### config.mk
export PLATFORM = sky130hd
export DESIGN_NAME = kiwi_snd_top
export DESIGN_NICKNAME = d
export VERILOG_FILES = /design/src/verilog/kiwi_snd_pkg.sv /design/src/verilog/snd_dev_if.sv /design/src/verilog/snd_bus_ctrl.sv /design/src/verilog/snd_rom_bank.sv /design/src/verilog/cab_inputs.sv /design/src/verilog/snd_psg.sv /design/src/verilog/snd_mixer.sv /design/src/verilog/kiwi_snd_top.sv
export SDC_FILE = /design/constraint.sdc
export NUM_CORES = 1
export LEC_CHECK = 0
export ABC_AREA = 1
export ABC_CLOCK_PERIOD_IN_PS = 12250
export BUFFER_PORTS_ARGS = -buffer_cell sky130_fd_sc_hd__buf_2
export CAP_MARGIN = 20
export CORE_MARGIN = 4
export CORE_UTILIZATION = 38
export DETAILED_ROUTE_END_ITERATION = 8
export GPL_TIMING_DRIVEN = 0
export SLEW_MARGIN = 15
export SYNTH_ARGS = -nofsm -noshare
export SYNTH_HDL_FRONTEND = slang
export SYNTH_HIERARCHICAL = 1
export SYNTH_SLANG_ARGS = --single-unit
### constraint.sdc
create_clock -name clk -period 12.25 [get_ports clk]
set_clock_uncertainty 0.15 [all_clocks]
set_input_delay 3.675 -clock clk [delete_from_list [all_inputs] [get_ports clk]]
set_output_delay 3.675 -clock clk [all_outputs]
set_load 0.02 [all_outputs]
### src/verilog/kiwi_snd_pkg.sv
/* Memory map and register numbering of the sound board.
   Address bits 15:12 pick the region; everything below 0xA000 is ROM. */
package kiwi_snd_pkg;

    // Registered decode result of one CPU access
    typedef enum logic [2:0] {
        RGN_NONE,
        RGN_ROM,
        RGN_BANK,
        RGN_PSG,
        RGN_CAB,
        RGN_RAM,
        RGN_MIX
    } snd_region_e;

    // Values of address bits 15:12
    localparam logic [3:0] NIB_ROM_TOP = 4'ha; // ROM sits below this
    localparam logic [3:0] NIB_BANK    = 4'ha;
    localparam logic [3:0] NIB_PSG     = 4'hb;
    localparam logic [3:0] NIB_CAB     = 4'hc;
    localparam logic [3:0] NIB_RAM0    = 4'hd;
    localparam logic [3:0] NIB_RAM1    = 4'he;
    localparam logic [3:0] NIB_MIX     = 4'hf;

    localparam int DEV_AW = 3; // Device sub-address bits
    localparam int RAM_AW = 13;

    // Tone chip register indexes
    localparam logic [3:0] PSG_PER_A_LO = 4'd0;
    localparam logic [3:0] PSG_PER_A_HI = 4'd1;
    localparam logic [3:0] PSG_PER_B_LO = 4'd2;
    localparam logic [3:0] PSG_PER_B_HI = 4'd3;
    localparam logic [3:0] PSG_VOL_A    = 4'd8;
    localparam logic [3:0] PSG_VOL_B    = 4'd9;
    localparam logic [3:0] PSG_DIP_A    = 4'd14;
    localparam logic [3:0] PSG_DIP_B    = 4'd15;

    typedef logic signed [7:0] amp_t; // Channel level

endpackage

### src/verilog/snd_dev_if.sv
/* One decoded device access from the bus controller.
   There is no handshake, so a write repeats on every clock while wr is high. */
`timescale 1ns/1ps

interface snd_dev_if import kiwi_snd_pkg::*; ();

    logic              cs;    // Registered select of this device
    logic [DEV_AW-1:0] addr;  // Low CPU address bits
    logic [7:0]        wdata;
    logic              wr;    // cs and CPU write
    logic [7:0]        rdata;

    modport ctrl (
        output cs,
        output addr,
        output wdata,
        output wr,
        input  rdata
    );

    modport dev (
        input  cs,
        input  addr,
        input  wdata,
        input  wr,
        output rdata
    );

endinterface

### src/verilog/snd_bus_ctrl.sv
/* Sound CPU bus decoder. Selects come one clock after a stable address and
   read data one more clock later; the IRQ is cleared by any iorq cycle. */
`timescale 1ns/1ps

module snd_bus_ctrl import kiwi_snd_pkg::*; (
    input  logic              clk,
    input  logic              rst,
    input  logic              vblank_n,
    // CPU side
    input  logic [15:0]       addr,
    input  logic [7:0]        cpu_dout,
    input  logic              mreq,
    input  logic              rd,
    input  logic              wr,
    input  logic              iorq,
    output logic [7:0]        cpu_din,
    output logic              wait_n,
    output logic              int_n,
    // ROM
    output logic              rom_cs,
    input  logic              rom_ok,
    input  logic [7:0]        rom_data,
    // Work RAM
    output logic [RAM_AW-1:0] ram_addr,
    output logic [7:0]        ram_din,
    output logic              ram_we,
    input  logic [7:0]        ram_dout,
    // Devices
    snd_dev_if.ctrl           bank_bus,
    snd_dev_if.ctrl           cab_bus,
    snd_dev_if.ctrl           psg_bus,
    snd_dev_if.ctrl           mix_bus
);

    snd_region_e region;
    logic        vbl_s, vbl_d;

    function automatic snd_region_e decode(input logic [3:0] nib);
        if (nib < NIB_ROM_TOP) begin
            return RGN_ROM;
        end
        case (nib)
            NIB_BANK:           return RGN_BANK;
            NIB_PSG:            return RGN_PSG;
            NIB_CAB:            return RGN_CAB;
            NIB_RAM0, NIB_RAM1: return RGN_RAM;
            NIB_MIX:            return RGN_MIX;
            default:            return RGN_NONE;
        endcase
    endfunction

    always_ff @(posedge clk, posedge rst) begin
        if (rst) begin
            region <= RGN_NONE;
        end else begin
            region <= mreq ? decode(addr[15:12]) : RGN_NONE;
        end
    end

    assign rom_cs = region == RGN_ROM;
    assign wait_n = !(rom_cs && !rom_ok); // Stretch the cycle until ROM data lands

    assign ram_addr = addr[RAM_AW-1:0];
    assign ram_din  = cpu_dout;
    assign ram_we   = region == RGN_RAM && wr;

    // Device buses
    assign bank_bus.cs    = region == RGN_BANK;
    assign bank_bus.addr  = addr[DEV_AW-1:0];
    assign bank_bus.wdata = cpu_dout;
    assign bank_bus.wr    = bank_bus.cs && wr;

    assign cab_bus.cs     = region == RGN_CAB;
    assign cab_bus.addr   = addr[DEV_AW-1:0];
    assign cab_bus.wdata  = cpu_dout;
    assign cab_bus.wr     = cab_bus.cs && wr;

    assign psg_bus.cs     = region == RGN_PSG;
    assign psg_bus.addr   = addr[DEV_AW-1:0];
    assign psg_bus.wdata  = cpu_dout;
    assign psg_bus.wr     = psg_bus.cs && wr;

    assign mix_bus.cs     = region == RGN_MIX;
    assign mix_bus.addr   = addr[DEV_AW-1:0];
    assign mix_bus.wdata  = cpu_dout;
    assign mix_bus.wr     = mix_bus.cs && wr;

    // Read data, held between reads
    always_ff @(posedge clk) begin
        if (rd) begin
            case (region)
                RGN_ROM:  cpu_din <= rom_data;
                RGN_RAM:  cpu_din <= ram_dout;
                RGN_BANK: cpu_din <= bank_bus.rdata;
                RGN_PSG:  cpu_din <= psg_bus.rdata;
                RGN_CAB:  cpu_din <= cab_bus.rdata;
                RGN_MIX:  cpu_din <= mix_bus.rdata;
                default:  cpu_din <= 8'hff; // Open bus
            endcase
        end
    end

    // Vertical blank interrupt
    always_ff @(posedge clk, posedge rst) begin
        if (rst) begin
            vbl_s <= 1'b1;
            vbl_d <= 1'b1;
            int_n <= 1'b1;
        end else begin
            vbl_s <= vblank_n;
            vbl_d <= vbl_s;
            if (iorq) begin
                int_n <= 1'b1; // No m1 check, same as the PCB
            end else if (vbl_d && !vbl_s) begin
                int_n <= 1'b0;
            end
        end
    end

endmodule

### src/verilog/snd_rom_bank.sv
/* ROM bank latch. Only the upper 32 kB window is banked,
   bits 14:13 come from the latch there. */
`timescale 1ns/1ps

module snd_rom_bank (
    input  logic        clk,
    input  logic        rst,
    input  logic [15:0] addr,
    output logic [15:0] rom_addr,
    output logic        mcu_rst,
    snd_dev_if.dev      bus
);

    logic [1:0] bank;

    always_ff @(posedge clk, posedge rst) begin
        if (rst) begin
            bank    <= 2'd0;
            mcu_rst <= 1'b0;
        end else if (bus.wr) begin
            bank    <= bus.wdata[1:0];
            mcu_rst <= bus.wdata[2]; // Holds the companion MCU in reset
        end
    end

    assign bus.rdata = {5'h1f, mcu_rst, bank};

    always_comb begin
        rom_addr = addr;
        if (addr[15]) begin
            rom_addr[14:13] = bank; // Banked window
        end
    end

endmodule

### src/verilog/cab_inputs.sv
/* Cabinet input ports, sampled every clock from the sub-address.
   Tilt is not wired and reads as 1. */
`timescale 1ns/1ps

module cab_inputs (
    input  logic       clk,
    input  logic [1:0] start_button,
    input  logic [1:0] coin_input,
    input  logic [6:0] joystick1,
    input  logic [6:0] joystick2,
    input  logic       service,
    snd_dev_if.dev     bus
);

    logic [7:0] port_q;

    always_ff @(posedge clk) begin
        case (bus.addr)
            3'd0:    port_q <= {start_button[0], joystick1};
            3'd1:    port_q <= {start_button[1], joystick2};
            3'd2:    port_q <= {4'hf, coin_input, 1'b1, service}; // Tilt high
            default: port_q <= 8'hff;
        endcase
    end

    assign bus.rdata = port_q;

endmodule

### src/verilog/snd_psg.sv
/* Two square channels standing in for the PSG part of the sound chip.
   Index/data access as on the real chip; a zero period gives a DC level. */
`timescale 1ns/1ps

module snd_psg import kiwi_snd_pkg::*; (
    input  logic        clk,
    input  logic        rst,
    input  logic        cen_snd,
    input  logic [15:0] dipsw,
    snd_dev_if.dev      bus,
    output amp_t        ch_a,
    output amp_t        ch_b
);

    logic [3:0]  index;
    logic [11:0] period [2];
    logic [3:0]  vol [2];
    amp_t        amp [2];
    logic [7:0]  reg_rd;

    // CPU writes
    always_ff @(posedge clk, posedge rst) begin
        if (rst) begin
            index     <= 4'd0;
            period[0] <= 12'd0;
            period[1] <= 12'd0;
            vol[0]    <= 4'd0;
            vol[1]    <= 4'd0;
        end else if (bus.wr) begin
            if (!bus.addr[0]) begin
                index <= bus.wdata[3:0];
            end else begin
                case (index)
                    PSG_PER_A_LO: period[0][7:0]  <= bus.wdata;
                    PSG_PER_A_HI: period[0][11:8] <= bus.wdata[3:0];
                    PSG_PER_B_LO: period[1][7:0]  <= bus.wdata;
                    PSG_PER_B_HI: period[1][11:8] <= bus.wdata[3:0];
                    PSG_VOL_A:    vol[0]          <= bus.wdata[3:0];
                    PSG_VOL_B:    vol[1]          <= bus.wdata[3:0];
                    default:      ;                 // Read-only or unused
                endcase
            end
        end
    end

    always_comb begin
        case (index)
            PSG_PER_A_LO: reg_rd = period[0][7:0];
            PSG_PER_A_HI: reg_rd = {4'h0, period[0][11:8]};
            PSG_PER_B_LO: reg_rd = period[1][7:0];
            PSG_PER_B_HI: reg_rd = {4'h0, period[1][11:8]};
            PSG_VOL_A:    reg_rd = {4'h0, vol[0]};
            PSG_VOL_B:    reg_rd = {4'h0, vol[1]};
            PSG_DIP_A:    reg_rd = dipsw[7:0];
            PSG_DIP_B:    reg_rd = dipsw[15:8];
            default:      reg_rd = 8'hff;
        endcase
    end

    assign bus.rdata = bus.addr[0] ? reg_rd : {4'h0, index};

    for (genvar i = 0; i < 2; i++) begin : g_chan
        logic [11:0] cnt;
        logic        ph;
        amp_t        mag;

        always_ff @(posedge clk, posedge rst) begin
            if (rst) begin
                cnt <= 12'd0;
                ph  <= 1'b1;
            end else if (cen_snd) begin
                if (period[i] == 12'd0) begin
                    cnt <= 12'd0;
                    ph  <= 1'b1;  // DC at +volume
                end else if (cnt >= period[i] - 12'd1) begin
                    cnt <= 12'd0;
                    ph  <= ~ph;
                end else begin
                    cnt <= cnt + 12'd1;
                end
            end
        end

        assign mag    = amp_t'({1'b0, vol[i], 3'b000}); // Volume times 8
        assign amp[i] = ph ? mag : -mag;
    end

    assign ch_a = amp[0];
    assign ch_b = amp[1];

endmodule

### src/verilog/snd_mixer.sv
/* Two-channel mixer with CPU gains, 8-bit unsigned each.
   The sum saturates to 16 bits and peak marks a clipped sample. */
`timescale 1ns/1ps

module snd_mixer import kiwi_snd_pkg::*; #(
    parameter logic [7:0] GAIN0_INIT = 8'h10,
    parameter logic [7:0] GAIN1_INIT = 8'h10
) (
    input  logic               clk,
    input  logic               rst,
    input  logic               cen_snd,
    input  amp_t               ch_a,
    input  amp_t               ch_b,
    snd_dev_if.dev             bus,
    output logic signed [15:0] snd,
    output logic               sample,
    output logic               peak
);

    logic [7:0]         gain0, gain1;
    logic signed [17:0] mix_sum;

    always_ff @(posedge clk, posedge rst) begin
        if (rst) begin
            gain0 <= GAIN0_INIT;
            gain1 <= GAIN1_INIT;
        end else if (bus.wr) begin
            if (bus.addr == DEV_AW'(0)) gain0 <= bus.wdata;
            if (bus.addr == DEV_AW'(1)) gain1 <= bus.wdata;
        end
    end

    assign bus.rdata = bus.addr == DEV_AW'(0) ? gain0 :
                       bus.addr == DEV_AW'(1) ? gain1 : 8'hff;

    // Gains taken as unsigned
    assign mix_sum = ch_a * $signed({1'b0, gain0}) + ch_b * $signed({1'b0, gain1});

    always_ff @(posedge clk, posedge rst) begin
        if (rst) begin
            snd    <= 16'sd0;
            peak   <= 1'b0;
            sample <= 1'b0;
        end else begin
            sample <= cen_snd;
            if (cen_snd) begin
                if (mix_sum > 18'sd32767) begin
                    snd  <= 16'sh7fff;
                    peak <= 1'b1;
                end else if (mix_sum < -18'sd32768) begin
                    snd  <= 16'sh8000;
                    peak <= 1'b1;
                end else begin
                    snd  <= mix_sum[15:0];
                    peak <= 1'b0;
                end
            end
        end
    end

endmodule

### src/verilog/kiwi_snd_top.sv
/* Sound board seen from the Z80 bus; the CPU itself lives outside.
   Level-sensitive, active-high bus strobes, wait_n ends each ROM read. */
`timescale 1ns/1ps

module kiwi_snd_top import kiwi_snd_pkg::*; #(
    parameter logic [7:0] GAIN_FM  = 8'h10,
    parameter logic [7:0] GAIN_PSG = 8'h10
) (
    input  logic               clk,
    input  logic               rst,
    input  logic               cen_snd,
    input  logic               vblank_n,
    // CPU bus
    input  logic [15:0]        addr,
    input  logic [7:0]         cpu_dout,
    input  logic               mreq,
    input  logic               rd,
    input  logic               wr,
    input  logic               iorq,
    output logic [7:0]         cpu_din,
    output logic               wait_n,
    output logic               int_n,
    // ROM
    output logic [15:0]        rom_addr,
    output logic               rom_cs,
    input  logic               rom_ok,
    input  logic [7:0]         rom_data,
    // RAM
    output logic [RAM_AW-1:0]  ram_addr,
    output logic [7:0]         ram_din,
    output logic               ram_we,
    input  logic [7:0]         ram_dout,
    // Cabinet
    input  logic [1:0]         start_button,
    input  logic [1:0]         coin_input,
    input  logic [6:0]         joystick1,
    input  logic [6:0]         joystick2,
    input  logic               service,
    input  logic [15:0]        dipsw,
    // Sound and MCU
    output logic signed [15:0] snd,
    output logic               sample,
    output logic               peak,
    output logic               mcu_rst
);

    amp_t ch_a, ch_b;

    snd_dev_if bank_if ();
    snd_dev_if cab_if ();
    snd_dev_if psg_if ();
    snd_dev_if mix_if ();

    snd_bus_ctrl u_ctrl (
        .clk      (clk),
        .rst      (rst),
        .vblank_n (vblank_n),
        .addr     (addr),
        .cpu_dout (cpu_dout),
        .mreq     (mreq),
        .rd       (rd),
        .wr       (wr),
        .iorq     (iorq),
        .cpu_din  (cpu_din),
        .wait_n   (wait_n),
        .int_n    (int_n),
        .rom_cs   (rom_cs),
        .rom_ok   (rom_ok),
        .rom_data (rom_data),
        .ram_addr (ram_addr),
        .ram_din  (ram_din),
        .ram_we   (ram_we),
        .ram_dout (ram_dout),
        .bank_bus (bank_if.ctrl),
        .cab_bus  (cab_if.ctrl),
        .psg_bus  (psg_if.ctrl),
        .mix_bus  (mix_if.ctrl)
    );

    snd_rom_bank u_bank (
        .clk      (clk),
        .rst      (rst),
        .addr     (addr),
        .rom_addr (rom_addr),
        .mcu_rst  (mcu_rst),
        .bus      (bank_if.dev)
    );

    cab_inputs u_cab (
        .clk          (clk),
        .start_button (start_button),
        .coin_input   (coin_input),
        .joystick1    (joystick1),
        .joystick2    (joystick2),
        .service      (service),
        .bus          (cab_if.dev)
    );

    snd_psg u_psg (
        .clk     (clk),
        .rst     (rst),
        .cen_snd (cen_snd),
        .dipsw   (dipsw),
        .bus     (psg_if.dev),
        .ch_a    (ch_a),
        .ch_b    (ch_b)
    );

    // Gain 0 takes the FM slot of the original board
    snd_mixer #(
        .GAIN0_INIT (GAIN_FM),
        .GAIN1_INIT (GAIN_PSG)
    ) u_mixer (
        .clk     (clk),
        .rst     (rst),
        .cen_snd (cen_snd),
        .ch_a    (ch_a),
        .ch_b    (ch_b),
        .bus     (mix_if.dev),
        .snd     (snd),
        .sample  (sample),
        .peak    (peak)
    );

endmodule

* Word-level counts from Yosys, hierarchy flattened *
Cells that the tools add are included.

storage, ports and cells
  register bits = 121
  output and inout bits = 68
  word-level logic and storage cells = 118

cells by class
  $add $sub $neg = 7
  multipliers = 2
  magnitude comparators = 5
  equal/unequal tests = 21
  multiplexer cells = 28
  bitwise operators = 3
  reduce and logical (&&, ||, !) cells = 28

operator list
  kind                                                              number
  case mux 8 bit (8 select lines)                                   1
  2-to-1 mux 12 bit                                                 4
  case mux 8 bit (6 select lines)                                   1
  equality test 4 bit (second input constant)                       10
  2-to-1 mux 8 bit                                                  5
  multiplier 8 x 9 -> 17 bit                                        2
  2-to-1 mux 16 bit                                                 2
  adder 12 x 1 -> 12 bit (second input constant)                    2
  >= comparator 12 bit                                              2
  zero test 12 bit                                                  2
  case mux 8 bit (3 select lines)                                   1
  subtractor 12 x 1 -> 12 bit (second input constant)               2
  adder 18 bit                                                      1
  greater-than comparator 18 x 16 -> 1 bit (second input constant)  1
  < comparator 18 x 16 -> 1 bit (second input constant)             1
  AND reduction 3 bit                                               6
  negator 7 -> 8 bit                                                2
  case mux 3 bit (5 select lines)                                   1
  AND reduction 2 bit                                               5
  equality test 3 x 2 -> 1 bit (second input constant)              3
  equality test 3 bit (second input constant)                       3
  2-to-1 mux 1 bit                                                  9
  2-to-1 mux 3 bit                                                  3
  equality test 4 x 2 -> 1 bit (second input constant)              2
  11 further kinds                                                  23

* Depth between registers and ports, before layout *
  depth in word-level cells = 7
  gate-level depth with buffers = 33
  depth with buffers taken out = 32

* Hierarchy *
The synthesis kept the hierarchy.

by module, submodules not included
  module        times used  cells each  area an instance (µm²)  sequential area each (µm²)
  snd_mixer     1           854         6496.2                  853.3
  snd_psg       1           620         4545.6                  1554.0
  snd_bus_ctrl  1           234         1617.8                  394.1
  cab_inputs    1           69          417.9                   160.2
  snd_rom_bank  1           42          296.5                   75.1

* Worst setup path before layout *
Ideal clock, no wire load.

  kind = input to output
  from = input wr
  to = output ram_we
  arrival time = 4.129 ns
  required time = 8.425 ns
  setup slack = 4.296 ns
  stages on the path = 2
  cell sequence = inv_1 -> nor4_2

between the ends
  longest elaborated chain between the ends = 1

RTL lines
  what               RTL line            source
  start, declared    kiwi_snd_top.sv:18  input logic wr,
  logical AND 1 bit  snd_bus_ctrl.sv:65  assign ram_we = region == RGN_RAM && wr;
  end, declared      kiwi_snd_top.sv:31  output logic ram_we,

No other way between the ends.

* Final worst setup path *
Same ends and word-level chain as after synthesis.

==> metrics <==
DRT Wirelength 33,000 um; largest net degree at the start of global routing 37; CP dominant cell by count buf_2; initial antenna violation count 0; total track usage 18.0%; placed cell area 0.0145 mm^2; total CTS buffers 17; pwr dens 97.1 mW/mm^2; relative slew slack 49.4%; Worst R2R Setup Slack 5.04 ns; critical path's slowest cell buf_2; later-pin clock latency in the skew report 0.44 ns; dpl hpwl 26,700 um; IO Port Bufs 131; antenna-violating nets left 0; Largest stage delay, worst path 0.22 ns; Total Power 1470 uW; TritonCTS clock tree yes; DR iter-0 viols 544; Initial Util 38.4%; clk slew on worst S/H paths 0.07 ns; NetSw 545 uW; critical path class in2out; Yosys warning total 6; Total Negative Setup Slacks 0 ns; grt ovf 0; Design Area, Final 0.0151 mm^2; Hold Path Sink u_ctrl/vbl_d$_DFF_PP1_; crit-path leading delay family buffers and inverters; fmax 124 MHz; antenna cell count 0; Worst Hold Class reg2reg; htree depth 4; vias in the first global route 11,415; r2r startpoint u_psg/g_chan[1].mag[3]$_DFFE_PP0P_; WHS Path Cells 0; Least-Margin Pin Slew 0.755 ns; share of cells above drive strength 1 18.0%; WP data arrival 4.23 ns; drt drc 0; commonest cells after routing, fill and taps aside nand2_1, inv_1, buf_2; Fin. Hold Viols 0; worst vdd ir 0.107 mV; Cells after Synth 1,797; Comb pwr share 32.6%; wire length per cell 13.6 um; Pleak 0.00873 uW; Worst setup EP type output port; die area 0.0378 mm^2; Worst Path Buf+Inv 3; CTS Hold Buffers Added 0; worst-path maximum fanout 4; Reg2Reg Depth 26; total core area 0.0345 mm^2; max-cap viol count 0; status completed; GPL Wtd Cong 0.856; Vias/cell 4.63; die width 195 um; area delta synth->final 14.1%; Worst Min Path Start u_ctrl/vbl_s$_DFF_PP1_; register area 0.00304 mm^2; Switching Fraction 37.2%; Post-CTS Setup Repair Bufs 0; RR Endpoint u_mixer/peak$_DFFE_PP0P_; Reg power frac 32.9%; Startpoint Class input port; area of the mapped netlist 0.0132 mm^2; clk buf depth 2; Clk network pwr share 34.5%; min cycle time layout 8.06 ns; most common cell after layout, fill and taps aside nand2_1; Clock Tree Root clkbuf_16; Required @ worst endpoint 8.42 ns; crit-path cells buf_2, inv_1, nor4_2, buf_2; Setup violations, final 0; row cnt 68; first-pass GRT wire length 56,500 um; Int Power 920 uW; Avg Inst Size Synth 7.36 um^2; clk sink count 121; Ports 152; RSZ-0062 raised after global routing no; Slew Viols, Final 0; Fillers 3,586; drt first pass iters 5; Nets 2,243; area of the multi-input gates 0.00785 mm^2; post_cts resized 0; die height 195 um; fin crit share 65.8%; routed vias 11,233
-- layer usage --
metal / part of all wire, % / GRT usage [%] / wire, um / up-vias
met3: 5.8 / 3.41 / 1900 / 29
met2: 45 / 29.2 / 14900 / 304
met4: 1.4 / 3.83 / 465 / 0
met1: 48 / 25.1 / 15700 / 5192
li1: - / - / - / 5708
met5: 0 / 0 / 0 / -
-- power by group through the flow --
stage | logic (uW) | clock network, uW | registers [uW]
final | 477 | 505 | 483
after global routing | 545 | 540 | 489
after CTS | 481 | 522 | 484
after detailed placement | 478 | 0 | 491
after global placement | 468 | 0 | 490
after floorplan | 332 | 0 | 504
-- sequential cells by signal, summed over array words and instances, names as in the netlist, 2 cells and up --
name and cells:
u_psg/g_chan.mag 8, u_psg/g_chan.cnt 24, u_psg/period 24, u_psg/index 4
u_mixer/gain1 8, u_mixer/gain0 8, u_cab/bus.rdata 8, u_psg/g_chan.ph 2
u_ctrl/region 3, u_ctrl/cpu_din 8, u_mixer/snd 16, u_bank/bank 2
-- final cells by class --
| class | count | area share, % |
|---|---|---|
| Buffer | 131 | 5.81 |
| Inverter | 397 | 9.90 |
| Multi-Input combinational cell | 1157 | 52.0 |
| Tap cell | 455 | 3.77 |
| Timing Repair Buffer | 132 | 4.48 |
| Clock buffer | 18 | 2.98 |
| Clock inverter | 14 | 0.912 |
| Sequential cell | 121 | 20.1 |
-- worst max path at each step --
stage	end	cells past startpoint	slack, ns	from
5_1_grt	ram_we	4	4.12	wr
3_3_place_gp	ram_we	4	4.17	wr
6_report	ram_we	4	4.19	wr
3_5_place_dp	ram_we	4	4.20	wr
4_1_cts	ram_we	4	4.19	wr
2_1_floorplan	ram_we	2	4.31	wr
-- through the flow --
step	hold WS (ns)	setup WS, ns	util (%)	cells
after floorplan	0.202	4.31	-	1806
after global placement	0.203	4.17	42.0	2392
after detailed placement	0.206	4.20	42.1	2393
after CTS	0.215	4.19	43.8	2425
after global routing	0.217	4.12	43.8	2425
final	0.215	4.19	43.8	2425
No activity file was read; power rests on OpenSTA's default activity.
